===== config.mk =====
export PLATFORM = sky130hd
export DESIGN_NAME = operand_fetch
export DESIGN_NICKNAME = d
export VERILOG_FILES = /design/src/rtl/vliw_pkg.sv /design/src/rtl/operand_fetch.sv
export VERILOG_INCLUDE_DIRS = /design/src /design/src/rtl
export SDC_FILE = /design/constraint.sdc
export NUM_CORES = 1
export LEC_CHECK = 0
export BUFFER_PORTS_ARGS = -buffer_cell sky130_fd_sc_hd__buf_2
export CORE_MARGIN = 1
export CORE_UTILIZATION = 34
export DETAILED_ROUTE_END_ITERATION = 16
export PLACE_DENSITY_LB_ADDON = 0.15
export SETUP_SLACK_MARGIN = 0.4
export SLEW_MARGIN = 10
export SYNTH_ARGS = -nofsm -noshare
export SYNTH_HDL_FRONTEND = slang
export SYNTH_SLANG_ARGS = --single-unit

===== constraint.sdc =====
create_clock -name vclk -period 3.23
set_clock_uncertainty 0.2 [all_clocks]
set_input_delay 0.1615 -clock vclk [all_inputs]
set_output_delay 0.1615 -clock vclk [all_outputs]
set_load 0.02 [all_outputs]

===== src/rtl/vliw_defs.svh =====
`ifndef VLIW_DEFS_SVH
`define VLIW_DEFS_SVH

// Floating-point word layout
`define VLIW_WORD_W    27
`define VLIW_EXP_W     8
`define VLIW_MAN_W     18
`define VLIW_EXP_BIAS  127

// Operand addressing
`define VLIW_INDEX_W   8
`define VLIW_BANK_W    2

// Index that reads and writes the z register in every bank
`define VLIW_Z_INDEX   0

// Producer bank codes
`define VLIW_BANK_LOAD 2'd0
`define VLIW_BANK_NEG  2'd1
`define VLIW_BANK_ADD  2'd2

`endif


===== src/rtl/vliw_pkg.sv =====
`default_nettype none

package vliw_pkg;

`include "vliw_defs.svh"

   // ========================================
   // Data and addresses
   // ========================================

   typedef struct packed {
      logic                    sign;
      logic [`VLIW_EXP_W-1:0]  exponent;
      logic [`VLIW_MAN_W-1:0]  mantissa;
   } fp_word_t;

   // Upper bits pick the producer bank, lower bits the slot
   typedef struct packed {
      logic [`VLIW_BANK_W-1:0]  bank;
      logic [`VLIW_INDEX_W-1:0] index;
   } opnd_addr_t;

   // ========================================
   // Issue slots and bank writes
   // ========================================

   typedef struct packed {
      logic       enable;
      fp_word_t   value;
      opnd_addr_t dest;
   } load_issue_t;

   typedef struct packed {
      logic       enable;
      opnd_addr_t src;
      opnd_addr_t dest;
   } neg_issue_t;

   typedef struct packed {
      logic       enable;
      opnd_addr_t src1;
      opnd_addr_t src2;
      opnd_addr_t dest;
   } add_issue_t;

   typedef struct packed {
      logic                     enable;
      logic [`VLIW_INDEX_W-1:0] index;
      fp_word_t                 data;
   } bank_write_t;

endpackage

`default_nettype wire


===== src/rtl/operand_fetch.sv =====
`timescale 1ns/100ps
`default_nettype none

`include "vliw_defs.svh"

module operand_fetch (
   input  wire vliw_pkg::opnd_addr_t  addr,
   input  wire vliw_pkg::fp_word_t    z_value,
   input  wire vliw_pkg::fp_word_t    load_data,
   input  wire vliw_pkg::fp_word_t    neg_data,
   input  wire vliw_pkg::fp_word_t    add_data,
   output vliw_pkg::fp_word_t         operand
);

   always_comb begin
      if (addr.index == `VLIW_Z_INDEX) begin
         // Slot 0 of any bank aliases z
         operand = z_value;
      end else begin
         case (addr.bank)
            `VLIW_BANK_LOAD: operand = load_data;
            `VLIW_BANK_NEG:  operand = neg_data;
            `VLIW_BANK_ADD:  operand = add_data;
            // No producer behind code 3
            default:         operand = '0;
         endcase
      end
   end

endmodule

`default_nettype wire


==> run metrics <==
status finished, final reports clean; Die Ht 56.33 um; DR vias/cell 4.977; final WL 3225 um; critical path required time 2870 ps; Setup violations, final 0; starting density of the core 36.08%; Antenna diodes 0; DRC marker count from the first detailed-route iteration 24; drc violations 0; Area Overhead vs Synth 69.95%; Comb pwr share 100.0%; Hold-fix buffers, CTS 0; Inst Count DP 263; Sw Share 45.04%; Synth Instances 96; post-synth top area share 29.93%; hpwl dp 2666 um; Placed Area 1705 um^2; Pre-antenna DRT Iters 2; # Post-CTS Setup Buffers 0; core area 2781 um^2; Die W 56.33 um; post_cts resized 0; Hold Startpoint z_value[1]; FF+latch count 0; proportion of power drawn by the clock network 0%; nets@finish 352; worst setup path class input pin to primary output; Post-synth top cells 27 x mux2i_1, 27 x o2bb2ai_1, 20 x mux2_4; Final Cycle Share 65.40%; Hold Path Class input pin to primary output; Post-Place Setup Slack 1096 ps; arrival time at the worst endpoint 1750 ps; Overflow after GRT 0; Ys Warns 0; Setup TNS 0 ps; cell taking the most area after synthesis mux2_4; share of layout cells above drive strength 1 73.71%; synth top area cells mux2_4 30%, mux2i_1 27%, o2bb2ai_1 24%, mux2_1 7.9%, buf_6 4.5%; crit path capture type primary output; Final WS setup 1118 ps; Avg Cell Area, Syn 10.45 um^2; fmax 473.4 MHz; routability cong. 0.7269; filler instances 275; Final Instance Count excl. Fillers 263; final instance area 1705 um^2; Total GRT Usage 19.00%; CP Max Fanout 27; Min Hold Slack 443.8 ps; final max-slew violation count 0; Worst-Margin Slew 819.4 ps; Seq/Total Area, Yosys 0%; net switching power 0.1071 mW; Row Count 19; Reg area 0 um^2; Relative slew margins 45.18%; minimum clock period 2112 ps; pwr/cell area 139.4 nW/um^2; Avg WL per Cell 12.26 um; Top Ports 145; Hold Violations, Final 0; sequential power share 0%; global-route wire length before repair 5106 um; synthesized area 1003 um^2; RSZ-0062 raised after global routing false; Buffers on Ports 145; clkbuf count 0; Max IR drop VDD 95.42 uV; Power Internal 0.1306 mW; vias in the first global route 1248; Power Total 0.2377 mW; MaxCap Viol Count 0; Multi-input gate area 925.9 um^2; Final ANT Viol Nets 0; synth unique cells 11; Worst Hold Path EP operand[1]; Syn Nets 214; DIE AREA 3173 um^2; Pleak 1.031 nW; pin count of the biggest net entering global routing 29; WHS Path Cells 3; via total after detailed routing 1309; critical path launch point type input pin; initial antenna violation count 0; Finished Core Util 61.31%
layout by cell type, fill, tap and decap left out:
cell type	n
buf_2	145
buf_4	2
o2bb2ai_1	27
mux2_1	7
mux2i_1	27
nand2_2	1
nor4_2	2
mux2_4	20
nor2b_2	1
power by group through the flow:
stage / Clock (mW) / Sequential [mW] / Combinational (mW)
after floorplan: 0 / 0 / 0.140
after global placement: 0 / 0 / 0.238
after detailed placement: 0 / 0 / 0.240
after CTS: 0 / 0 / 0.240
after global routing: 0 / 0 / 0.257
final: 0 / 0 / 0.238
layout make-up:
| class | instances | area share [%] |
|---|---|---|
| Tap cell | 31 | 2.274 |
| Multi-Input combinational cell | 85 | 54.29 |
| Timing Repair Buffer | 147 | 43.43 |
worst max-delay path by stage:
stage | startpoint | endpoint | slack [ps] | cells after the start
finish | addr[7] | operand[2] | 1120 | 5
global route | addr[7] | operand[2] | 1020 | 5
CTS | addr[7] | operand[2] | 1100 | 5
detailed placement | addr[7] | operand[2] | 1100 | 5
global placement | addr[7] | operand[4] | 1150 | 5
floorplan | addr[9] | operand[10] | 1710 | 5
logic make-up (layout without fill, tap and decap cells):
group           count (synthesis)  after routing  share of synthesized area (%)
mux                            54             54                          64.71
compound gates                 27             27                          23.57
simple gates                    4              4                          3.741
buf+inv                        11            147                          7.980
per-layer routing:
layer / routed length [um] / global-route usage, %
met3: 240 / 1.613
met2: 1684 / 38.61
met5: 0 / 0
met4: 0 / 1.045
met1: 1300 / 22.13
worst max-delay path, stage by stage:
cell and delay, ps:
buf_2 100, nor4_2 280, nand2_2 510, mux2_1 520, buf_2 170
No activity file was read; power rests on OpenSTA's default activity.
