[src/rtl/vliw_defs.svh]
`ifndef VLIW_DEFS_SVH
`define VLIW_DEFS_SVH

// Floating-point word layout
`define VLIW_WORD_W    27
`define VLIW_EXP_W     8
`define VLIW_MAN_W     18
`define VLIW_EXP_BIAS  127

// Operand addressing
`define VLIW_INDEX_W   8
`define VLIW_BANK_W    2

// Index that reads and writes the z register in every bank
`define VLIW_Z_INDEX   0

// Producer bank codes
`define VLIW_BANK_LOAD 2'd0
`define VLIW_BANK_NEG  2'd1
`define VLIW_BANK_ADD  2'd2

`endif

[src/rtl/vliw_pkg.sv]
`default_nettype none

package vliw_pkg;

`include "vliw_defs.svh"

   // ========================================
   // Data and addresses
   // ========================================

   typedef struct packed {
      logic                    sign;
      logic [`VLIW_EXP_W-1:0]  exponent;
      logic [`VLIW_MAN_W-1:0]  mantissa;
   } fp_word_t;

   // Upper bits pick the producer bank, lower bits the slot
   typedef struct packed {
      logic [`VLIW_BANK_W-1:0]  bank;
      logic [`VLIW_INDEX_W-1:0] index;
   } opnd_addr_t;

   // ========================================
   // Issue slots and bank writes
   // ========================================

   typedef struct packed {
      logic       enable;
      fp_word_t   value;
      opnd_addr_t dest;
   } load_issue_t;

   typedef struct packed {
      logic       enable;
      opnd_addr_t src;
      opnd_addr_t dest;
   } neg_issue_t;

   typedef struct packed {
      logic       enable;
      opnd_addr_t src1;
      opnd_addr_t src2;
      opnd_addr_t dest;
   } add_issue_t;

   typedef struct packed {
      logic                     enable;
      logic [`VLIW_INDEX_W-1:0] index;
      fp_word_t                 data;
   } bank_write_t;

endpackage

`default_nettype wire

[src/rtl/writeback_ctrl.sv]
`timescale 1ns/100ps
`default_nettype none

`include "vliw_defs.svh"

module writeback_ctrl (
   input  wire                        clk,
   input  wire                        reset,
   input  wire vliw_pkg::load_issue_t load_issue,
   input  wire vliw_pkg::neg_issue_t  neg_issue,
   input  wire vliw_pkg::fp_word_t    neg_data,
   input  wire vliw_pkg::add_issue_t  add_issue,
   input  wire vliw_pkg::fp_word_t    add_data,
   output vliw_pkg::bank_write_t      load_wr,
   output vliw_pkg::bank_write_t      neg_wr,
   output vliw_pkg::bank_write_t      add_wr,
   output vliw_pkg::fp_word_t         z_value
);

   logic                 add_dly_en;
   vliw_pkg::opnd_addr_t add_dly_dest;

   // Add result lands one cycle after issue
   always_ff @(posedge clk) begin
      if (reset) begin
         add_dly_en <= 1'b0;
      end else begin
         add_dly_en <= add_issue.enable;
      end
   end

   always_ff @(posedge clk) begin
      add_dly_dest <= add_issue.dest;
   end

   // ========================================
   // Bank write ports
   // ========================================

   always_comb begin
      load_wr.enable = load_issue.enable && (load_issue.dest.bank == `VLIW_BANK_LOAD);
      load_wr.index  = load_issue.dest.index;
      load_wr.data   = load_issue.value;

      neg_wr.enable  = neg_issue.enable && (neg_issue.dest.bank == `VLIW_BANK_NEG);
      neg_wr.index   = neg_issue.dest.index;
      neg_wr.data    = neg_data;

      add_wr.enable  = add_dly_en && (add_dly_dest.bank == `VLIW_BANK_ADD);
      add_wr.index   = add_dly_dest.index;
      add_wr.data    = add_data;
   end

   // Z register with load over negate over add
   always_ff @(posedge clk) begin
      if (reset) begin
         z_value <= '0;
      end else if (load_issue.enable && load_issue.dest.index == `VLIW_Z_INDEX) begin
         z_value <= load_issue.value;
      end else if (neg_issue.enable && neg_issue.dest.index == `VLIW_Z_INDEX) begin
         z_value <= neg_data;
      end else if (add_dly_en && add_dly_dest.index == `VLIW_Z_INDEX) begin
         z_value <= add_data;
      end
   end

endmodule

`default_nettype wire

[config.mk]
export PLATFORM = sky130hd
export DESIGN_NAME = writeback_ctrl
export DESIGN_NICKNAME = d
export VERILOG_FILES = /design/src/rtl/vliw_pkg.sv /design/src/rtl/writeback_ctrl.sv
export VERILOG_INCLUDE_DIRS = /design/src /design/src/rtl
export SDC_FILE = /design/constraint.sdc
export NUM_CORES = 1
export LEC_CHECK = 0
export ABC_AREA = 1
export BUFFER_PORTS_ARGS = -buffer_cell sky130_fd_sc_hd__buf_2
export CORE_AREA = 2 2 108 110
export CTS_CLUSTER_SIZE = 14
export DETAILED_ROUTE_END_ITERATION = 6
export DIE_AREA = 0 0 110 112
export GPL_ROUTABILITY_DRIVEN = 0
export PLACE_DENSITY = 0.6
export SYNTH_ARGS = -nofsm -noshare
export SYNTH_HDL_FRONTEND = slang
export SYNTH_SLANG_ARGS = --single-unit
[constraint.sdc]
create_clock -name clk -period 2.1 [get_ports clk]
set_input_delay 0.315 -clock clk [delete_from_list [all_inputs] [get_ports clk]]
set_output_delay 0.315 -clock clk [all_outputs]
set_load 0.01 [all_outputs]
==> results.cfg <==
[flow_run]
drv_cap = 0

[timing]
relSlewSlack_pct = 66.4
hold_violations = 0
post-route-period-util_pct = 68.5
fin_skew_ns = 0.00495
period_needed_ns = 1.44
fin_tns_setup_ns = 0
worst_hold_slack_ns = 0.137
maxSlewViolCount = 0
rsz0062_at_grt = false
finalSetupViolCount = 0
tightest_slew_ns = 0.505
fmax_ghz = 0.695

[final_layout]
fillers = 1294
num-nets-final = 788
final_common_cell = buf_2
final_cells = 786
insertedDiodeCount = 0
final_area_um2 = 3880
final_cell_mix = 250 x buf_2, 119 x nand2_1, 94 x nor2_1, 63 x inv_1, 38 x dfxtp_1
layout-drive-gt1-share_pct = 42.0
area_delta_synth_final_pct = 24.5
final_core_util_pct = 34.7

[clocking]
hold_buffers = 0
clk_pin_slew_ns = 0.06
clkLatencyLatePin_ns = 0.28
cts_made_buffers = 5
postCtsSetupBuffers = 0
clock_sinks = 38
cts_tree = yes
clk_path_buf_depth = 2
post_cts_resized = 0
h-tree-depth = 2
cts_root_buffer = clkbuf_16

[critical_path]
crit_slowest_cell = dfxtp_1
worst-path-buf-inv = 1
path_common_cell = nor2_1
end_kind = register
cp_cell_sequence = nor2_1 > nand2_1 > nor2_1 > nand2_1 > nand3_4 > buf_4 > nand2_1 > nor2_1 > nor2_1
slowest_delay_ns = 0.31
crit_fanout = 15
criticalPathCategory = register to register
cp.arrival_ns = 1.61
cp-startpoint = add_wr[29]
r2r_start = add_wr[29]
cpLargestDelayFamily = simple AND/OR/NAND/NOR gates
worstSetupStartpointType = register
worst_ep_required_time_ns = 2.27

[routing]
ant_nets = 0
wl_mm = 8.24
wl_per_cell_um = 10.5
route.vias.total = 3114
first_pass_iters = 4
viasPerCell = 3.96
route.detailed.drc = 0
initialDrtViolationCount = 91

[synth]
avgSynthCellArea_um2 = 6.21
synth_nets = 648
synth_warnings = 0
ys_seq_area_share_pct = 24.4
synth.distinct_cells = 15
synthCells = 502
synth-seq-cells = 38
synthesis.area_um2 = 3120

[hold_path]
hold_path_startpoint = add_issue[5]
hp-class = input pin to register

[die]
initial_core_util_pct = 27.9
fp.dieH_um = 112
coreArea_um2 = 11200
rows = 39
chipWidth_um = 110
ios = 281
die_area_um2 = 12300

[global_routing]
grt_overflow = 0
first_global_vias = 2844
grt_max_degree = 55
grt_pass1_wl_mm = 12.7
grt_use_total_pct = 13.0
antenna_found_initial = 0

[placed_design]
place_inst = 778
dpl-instance-area_um2 = 3730
place.detailed.hpwl_mm = 6.64
io_buffers = 250

[pwr]
power_density_nw_per_um2 = 490
p_leak_uw = 0.00243
vdd_drop_max_v = 0.000297

[run_status]
status = complete, no violations
worst reg2reg max path, cell delays in order (launching register included):
cell and delay (ns):
dfxtp_1 0.31, nor2_1 0.10, nand2_1 0.06, nor2_1 0.08
nand2_1 0.11, nand3_4 0.22, buf_4 0.25, nand2_1 0.07
nor2_1 0.10, nor2_1 0.04
state kept, by name (all words and copies together), names as in the netlist:
| signal | flops |
|---|---|
| add_wr | 8 |
| add_dly_en | 1 |
| z_value | 27 |
| add_dly_dest | 2 |
path summary, 6_finish.rpt:
kind / to / slack (ns) / depth (start not counted)
worst max-delay path: z_value[10] / 0.66 / 9
worst min-delay path: add_wr[32] / 0.14 / 1
worst max register to register: z_value[10] / 0.66 / 9
worst min register to register: z_value[12] / 0.50 / 2
logic make-up after synthesis:
kind of cell	count (synthesis)	share of synthesized area (%)
compound gates	27	6.51
buf+inv	188	36.5
flops	38	24.4
simple gates	249	32.5
cells in the mapped netlist (all sizes together):
cell type  instances  area, µm²
clkbuf             5       18.8
nor2              96        370
nor3               3       15.0
o21bai            27        203
buf              119        878
clkinv             1       5.00
inv               63        236
nand2            119        447
dfxtp             38        761
nand3             30        175
or2                1       6.26
per-layer routing:
| metal | GRT usage [%] | share of wire (%) | vias to the layer above |
|---|---|---|---|
| met5 | 0 | 0 | - |
| met4 | 3.29 | 0.86 | 0 |
| met3 | 2.34 | 8.0 | 5 |
| met2 | 24.0 | 49 | 137 |
| met1 | 15.2 | 42 | 1301 |
| li1 | - | - | 1671 |
report_power, final:
group	switching, µW	leakage [µW]	internal [µW]
registers	5.89	0.000310	735
clock network	288	0.0000729	470
logic	209	0.00205	190
total	503	0.00243	1400
area by class of cell:
cell class / instances / area, µm² / area share (%)
Clock inverter: 2 / 12.5 / 0.323
Tap cell: 143 / 179 / 4.61
Multi-Input combinational cell: 276 / 1220 / 31.4
Sequential cell: 38 / 761 / 19.6
Timing Repair Buffer: 257 / 1330 / 34.3
Clock buffer: 6 / 139 / 3.58
Inverter: 64 / 241 / 6.23
stage by stage:
step / worst slack (ns) / total power [µW]
5_1_grt: 0.474 / 2020
3_3_place_gp: 0.447 / 1160
6_report: 0.661 / 1900
2_1_floorplan: 0.807 / 1060
3_5_place_dp: 0.437 / 1160
4_1_cts: 0.618 / 1950
Power figures use the tool's default switching activity.
