### config.mk
export PLATFORM = sky130hd
export DESIGN_NAME = fp_adder
export DESIGN_NICKNAME = d
export VERILOG_FILES = /design/src/rtl/vliw_pkg.sv /design/src/rtl/fp_adder.sv
export VERILOG_INCLUDE_DIRS = /design/src /design/src/rtl
export SDC_FILE = /design/constraint.sdc
export NUM_CORES = 1
export LEC_CHECK = 0
export BUFFER_PORTS_ARGS = -buffer_cell sky130_fd_sc_hd__buf_2
export CAP_MARGIN = 20
export CORE_UTILIZATION = 40
export CTS_CLUSTER_DIAMETER = 200
export CTS_CLUSTER_SIZE = 28
export DETAILED_ROUTE_END_ITERATION = 8
export SYNTH_ARGS = -nofsm -noshare
export SYNTH_HDL_FRONTEND = slang
export SYNTH_SLANG_ARGS = --single-unit
### constraint.sdc
create_clock -name clk -period 17.09 [get_ports clk]
set_input_delay 3.418 -clock clk [delete_from_list [all_inputs] [get_ports clk]]
set_output_delay 3.418 -clock clk [all_outputs]
set_load 0.01 [all_outputs]
### src/rtl/vliw_defs.svh
`ifndef VLIW_DEFS_SVH
`define VLIW_DEFS_SVH

// Floating-point word layout
`define VLIW_WORD_W    27
`define VLIW_EXP_W     8
`define VLIW_MAN_W     18
`define VLIW_EXP_BIAS  127

// Operand addressing
`define VLIW_INDEX_W   8
`define VLIW_BANK_W    2

// Index that reads and writes the z register in every bank
`define VLIW_Z_INDEX   0

// Producer bank codes
`define VLIW_BANK_LOAD 2'd0
`define VLIW_BANK_NEG  2'd1
`define VLIW_BANK_ADD  2'd2

`endif

### src/rtl/vliw_pkg.sv
`default_nettype none

package vliw_pkg;

`include "vliw_defs.svh"

   // ========================================
   // Data and addresses
   // ========================================

   typedef struct packed {
      logic                    sign;
      logic [`VLIW_EXP_W-1:0]  exponent;
      logic [`VLIW_MAN_W-1:0]  mantissa;
   } fp_word_t;

   // Upper bits pick the producer bank, lower bits the slot
   typedef struct packed {
      logic [`VLIW_BANK_W-1:0]  bank;
      logic [`VLIW_INDEX_W-1:0] index;
   } opnd_addr_t;

   // ========================================
   // Issue slots and bank writes
   // ========================================

   typedef struct packed {
      logic       enable;
      fp_word_t   value;
      opnd_addr_t dest;
   } load_issue_t;

   typedef struct packed {
      logic       enable;
      opnd_addr_t src;
      opnd_addr_t dest;
   } neg_issue_t;

   typedef struct packed {
      logic       enable;
      opnd_addr_t src1;
      opnd_addr_t src2;
      opnd_addr_t dest;
   } add_issue_t;

   typedef struct packed {
      logic                     enable;
      logic [`VLIW_INDEX_W-1:0] index;
      fp_word_t                 data;
   } bank_write_t;

endpackage

`default_nettype wire

### src/rtl/fp_adder.sv
`timescale 1ns/100ps
`default_nettype none

`include "vliw_defs.svh"

module fp_adder (
   input  wire                        clk,
   input  wire                        reset,
   input  wire vliw_pkg::fp_word_t    a,
   input  wire vliw_pkg::fp_word_t    b,
   output vliw_pkg::fp_word_t         sum
);

   localparam int SIG_W   = `VLIW_MAN_W + 1;
   localparam int SUM_W   = `VLIW_MAN_W + 2;
   localparam int LEAD_W  = $clog2(SUM_W);
   localparam int EXP_MAX = (1 << `VLIW_EXP_W) - 1;

   // ========================================
   // Stage 1 orders, aligns and adds
   // ========================================

   vliw_pkg::fp_word_t     big_op;
   vliw_pkg::fp_word_t     small_op;
   logic [`VLIW_EXP_W-1:0] exp_diff;
   logic [SIG_W-1:0]       big_sig;
   logic [SIG_W-1:0]       small_sig;
   logic [SUM_W-1:0]       raw_sum;

   logic                   s1_sign;
   logic [`VLIW_EXP_W-1:0] s1_exp;
   logic [SUM_W-1:0]       s1_sum;

   always_comb begin
      if ({a.exponent, a.mantissa} >= {b.exponent, b.mantissa}) begin
         big_op   = a;
         small_op = b;
      end else begin
         big_op   = b;
         small_op = a;
      end
      exp_diff = big_op.exponent - small_op.exponent;
      // Zero has no hidden one, so it adds nothing
      big_sig   = {|big_op.exponent, big_op.mantissa};
      small_sig = {|small_op.exponent, small_op.mantissa} >> exp_diff;
      if (big_op.sign == small_op.sign) begin
         raw_sum = big_sig + small_sig;
      end else begin
         raw_sum = big_sig - small_sig;
      end
   end

   always_ff @(posedge clk) begin
      if (reset) begin
         s1_sign <= 1'b0;
         s1_exp  <= '0;
         s1_sum  <= '0;
      end else begin
         s1_sign <= big_op.sign;
         s1_exp  <= big_op.exponent;
         s1_sum  <= raw_sum;
      end
   end

   // ========================================
   // Stage 2 normalizes
   // ========================================

   logic [LEAD_W-1:0] lead;
   logic [SUM_W-1:0]  shifted;
   int                exp_norm;

   always_comb begin
      lead = '0;
      for (int i = 0; i < SUM_W; i++) begin
         if (s1_sum[i]) begin
            lead = LEAD_W'(i);
         end
      end
      // Leading one moves to the top bit
      shifted  = s1_sum << (SUM_W - 1 - lead);
      exp_norm = int'(s1_exp) + int'(lead) - (SIG_W - 1);

      sum = '0;
      if (s1_sum != '0 && exp_norm > 0) begin
         sum.sign = s1_sign;
         if (exp_norm > EXP_MAX) begin
            // Clamp to largest finite value
            sum.exponent = '1;
            sum.mantissa = '1;
         end else begin
            sum.exponent = exp_norm[`VLIW_EXP_W-1:0];
            sum.mantissa = shifted[SUM_W-2 -: `VLIW_MAN_W];
         end
      end
   end

endmodule

`default_nettype wire

==> out/results.ini <==
[logic_synthesis]
synth_xor_area_share_pct=4.83
yosysSeqAreaShare_pct=8.90
synth_fa_ha_area_share_pct=12.3
muxShareOfSynthArea_pct=16.4
syn_inst=898
ys_top_cells_by_area=ha_1 12%, mux4_2 9.3%, dfxtp_1 8.9%, a21oi_1 6.1%, nand2_1 5.8%
yosysTopAreaCellShare_pct=11.7
synthTopCellsByCount=100 x nand2_1, 79 x a21oi_1, 69 x inv_1, 68 x nor2_1, 61 x ha_1
synthSimpleGateAreaFrac_pct=24.3
synth.cell_area_um2=6530
synth_largest_area_cell=ha_1
yosysWarnings=0
synth_top_family_by_area=compound AO/OA/AOI/OAI gates
syn_nets=1017
yosys.cell_count.top_type=nand2_1
ys_async_sr_fraction_pct=0
ys.flop_type=dfxtp_1
avgSynthCellArea_um2=7.27
ys_seq_elements=29
ys_types=84
synth_edf_count=0
synth_compound_area_share_pct=26.0

[final_layout]
fin_nets=1068
final_area_um2=7220
drive_above_1_share_pct=17.5
postLayoutCoreUtil_pct=45.4
n_antenna_cell=0
nFillCells=1707
instances_no_fill=1166
area_delta_synth_final_pct=10.6

[drt]
num_vias=6724
drt-total-wl_mm=19.2
routedWlPerCell_um=16.4
first_pass_iters=5
initialDrtViolationCount=445
drcViolationCount=0
antenna_left=0
routed_via_density=5.77

[power_and_ir_drop]
power_mw=1.16
vdd_drop_max_uv=106
leakage_nw=3.20
p_per_area_nw_per_um2=161

[timing]
slew_violations=0
max_freq_mhz=83.1
tightest_slew_ns=0.835
fin_ws_ns=5.06
hold_viol=0
rsz0062_at_grt=no
setup_tns_ns=0
setup_viol=0
period_needed_ns=12.03
fin_crit_sh_pct=70.4
slew_headroom_pct=44.3
whs_ns=3.43

[critical_path]
path_max_fanout=21
crit_type=input pin to register
critPathLaunchType=input pin
critPathSlowestCell=ha_1
slowest_delay_ns=0.78
endpoint_kind=register
arrival_ns=12.24
cp.required_ns=17.30

[die]
die_w_um=130
die_y_um=130
start_util_pct=41.1
io_pins=83
die_area_um2=16800
coreArea_um2=15900
fp-row-count=46

[global_routing]
grt_pass1_vias=6156
grt_start_max_net_pins=50
antenna_found_initial=0
grt.total_usage_pct=23.2
grt_pass1_wl_mm=31.1
grt.overflow.total=0

[clocking]
clock_sinks=29
cts_tree=built
numCtsBuffers=5
clk_path_buf_depth=2
cts_resized=0
cts_setup_buffers=0
cts_root_buf=clkbuf_16
cts.htree.levels=2
cts_hold_buf=0
path_clk_slew_ns=0.05

[placement]
dp_cells=1158
dpl_worst_slack_ns=4.72
gp_congestion=0.944
io_buffers=82
hpwl_mm=15.9
placed_area_um2=7080

[min_path]
min_to=s1_exp[7]$_SDFF_PP0_
min_path_type=input pin to register
min_from=b[25]
hold_path_depth=3

[flow_run]
max_cap_violations=0

[run_status]
outcome=complete, no violations

-- cells by family (layout without fill, tap and decap cells) --
kind of cell / after synthesis / count (layout)
XOR/XNOR: 36 / 36
adder cells (fa/ha/maj): 63 / 63
flip-flops: 29 / 29
buffers and inverters: 117 / 169
multiplexers: 72 / 72
AO/OA/AOI/OAI: 257 / 257
AND/OR/NAND/NOR: 324 / 324
-- flip-flops by register name, summed over array words and instances (netlist names) --
signal and flops:
s1_exp 8, s1_sum 20, s1_sign 1
-- worst max path at each step --
stage / from / to / slack (ns) / depth (start not counted)
2_1_floorplan: b[21] / s1_sum[19]$_SDFF_PP0_ / 6.05 / 38
3_3_place_gp: b[18] / s1_sum[19]$_SDFF_PP0_ / 4.82 / 34
3_5_place_dp: b[18] / s1_sum[19]$_SDFF_PP0_ / 4.72 / 35
4_1_cts: b[18] / s1_sum[19]$_SDFF_PP0_ / 4.99 / 35
5_1_grt: b[18] / s1_sum[19]$_SDFF_PP0_ / 4.29 / 34
6_report: b[18] / s1_sum[19]$_SDFF_PP0_ / 5.06 / 35
-- critical path, delay by kind of cell --
family,cells,cell delay (ns)
AO/OA/AOI/OAI,16,3.37
adder cells (fa/ha/maj),4,2.10
AND/OR/NAND/NOR,10,1.90
multiplexers,2,0.83
buffers and inverters,3,0.63
-- metal layers --
layer | vias to the layer above | GRT usage [%] | wire length (um)
li1 | 3404 | - | -
met1 | 3054 | 30.4 | 8840
met2 | 227 | 38.3 | 8620
met3 | 39 | 2.38 | 972
met4 | 0 | 10.8 | 739
met5 | - | 0 | 0
-- layout make-up --
cell class	count	area, um^2	share of cell area (%)
multi-input combinational	752	5490	76.0
sequential	29	581	8.04
clock inverter	2	10.0	0.139
clock buffer	6	129	1.79
inverter	70	263	3.64
tap	216	270	3.74
timing repair buffer	91	478	6.62
-- cells in the final DEF, fill, tap and decap left out, types with 27 or more instances in the layout --
| cell type | count |
|---|---|
| mux4_2 | 27 |
| nor2_1 | 66 |
| buf_2 | 82 |
| o21ai_0 | 49 |
| ha_1 | 61 |
| nand3_1 | 33 |
| mux2i_1 | 37 |
| inv_1 | 69 |
| a21oi_1 | 79 |
| dfxtp_1 | 29 |
| nand2_1 | 100 |
-- power breakdown --
group / leakage, nW / total, mW / switching [mW] / internal [mW]
sequential: 0.241 / 0.114 / 0.0265 / 0.0873
clock: 0.0706 / 0.0790 / 0.0260 / 0.0530
combinational: 2.89 / 0.972 / 0.570 / 0.402
total: 3.20 / 1.16 / 0.623 / 0.542
Power figures use the tool's default switching activity.
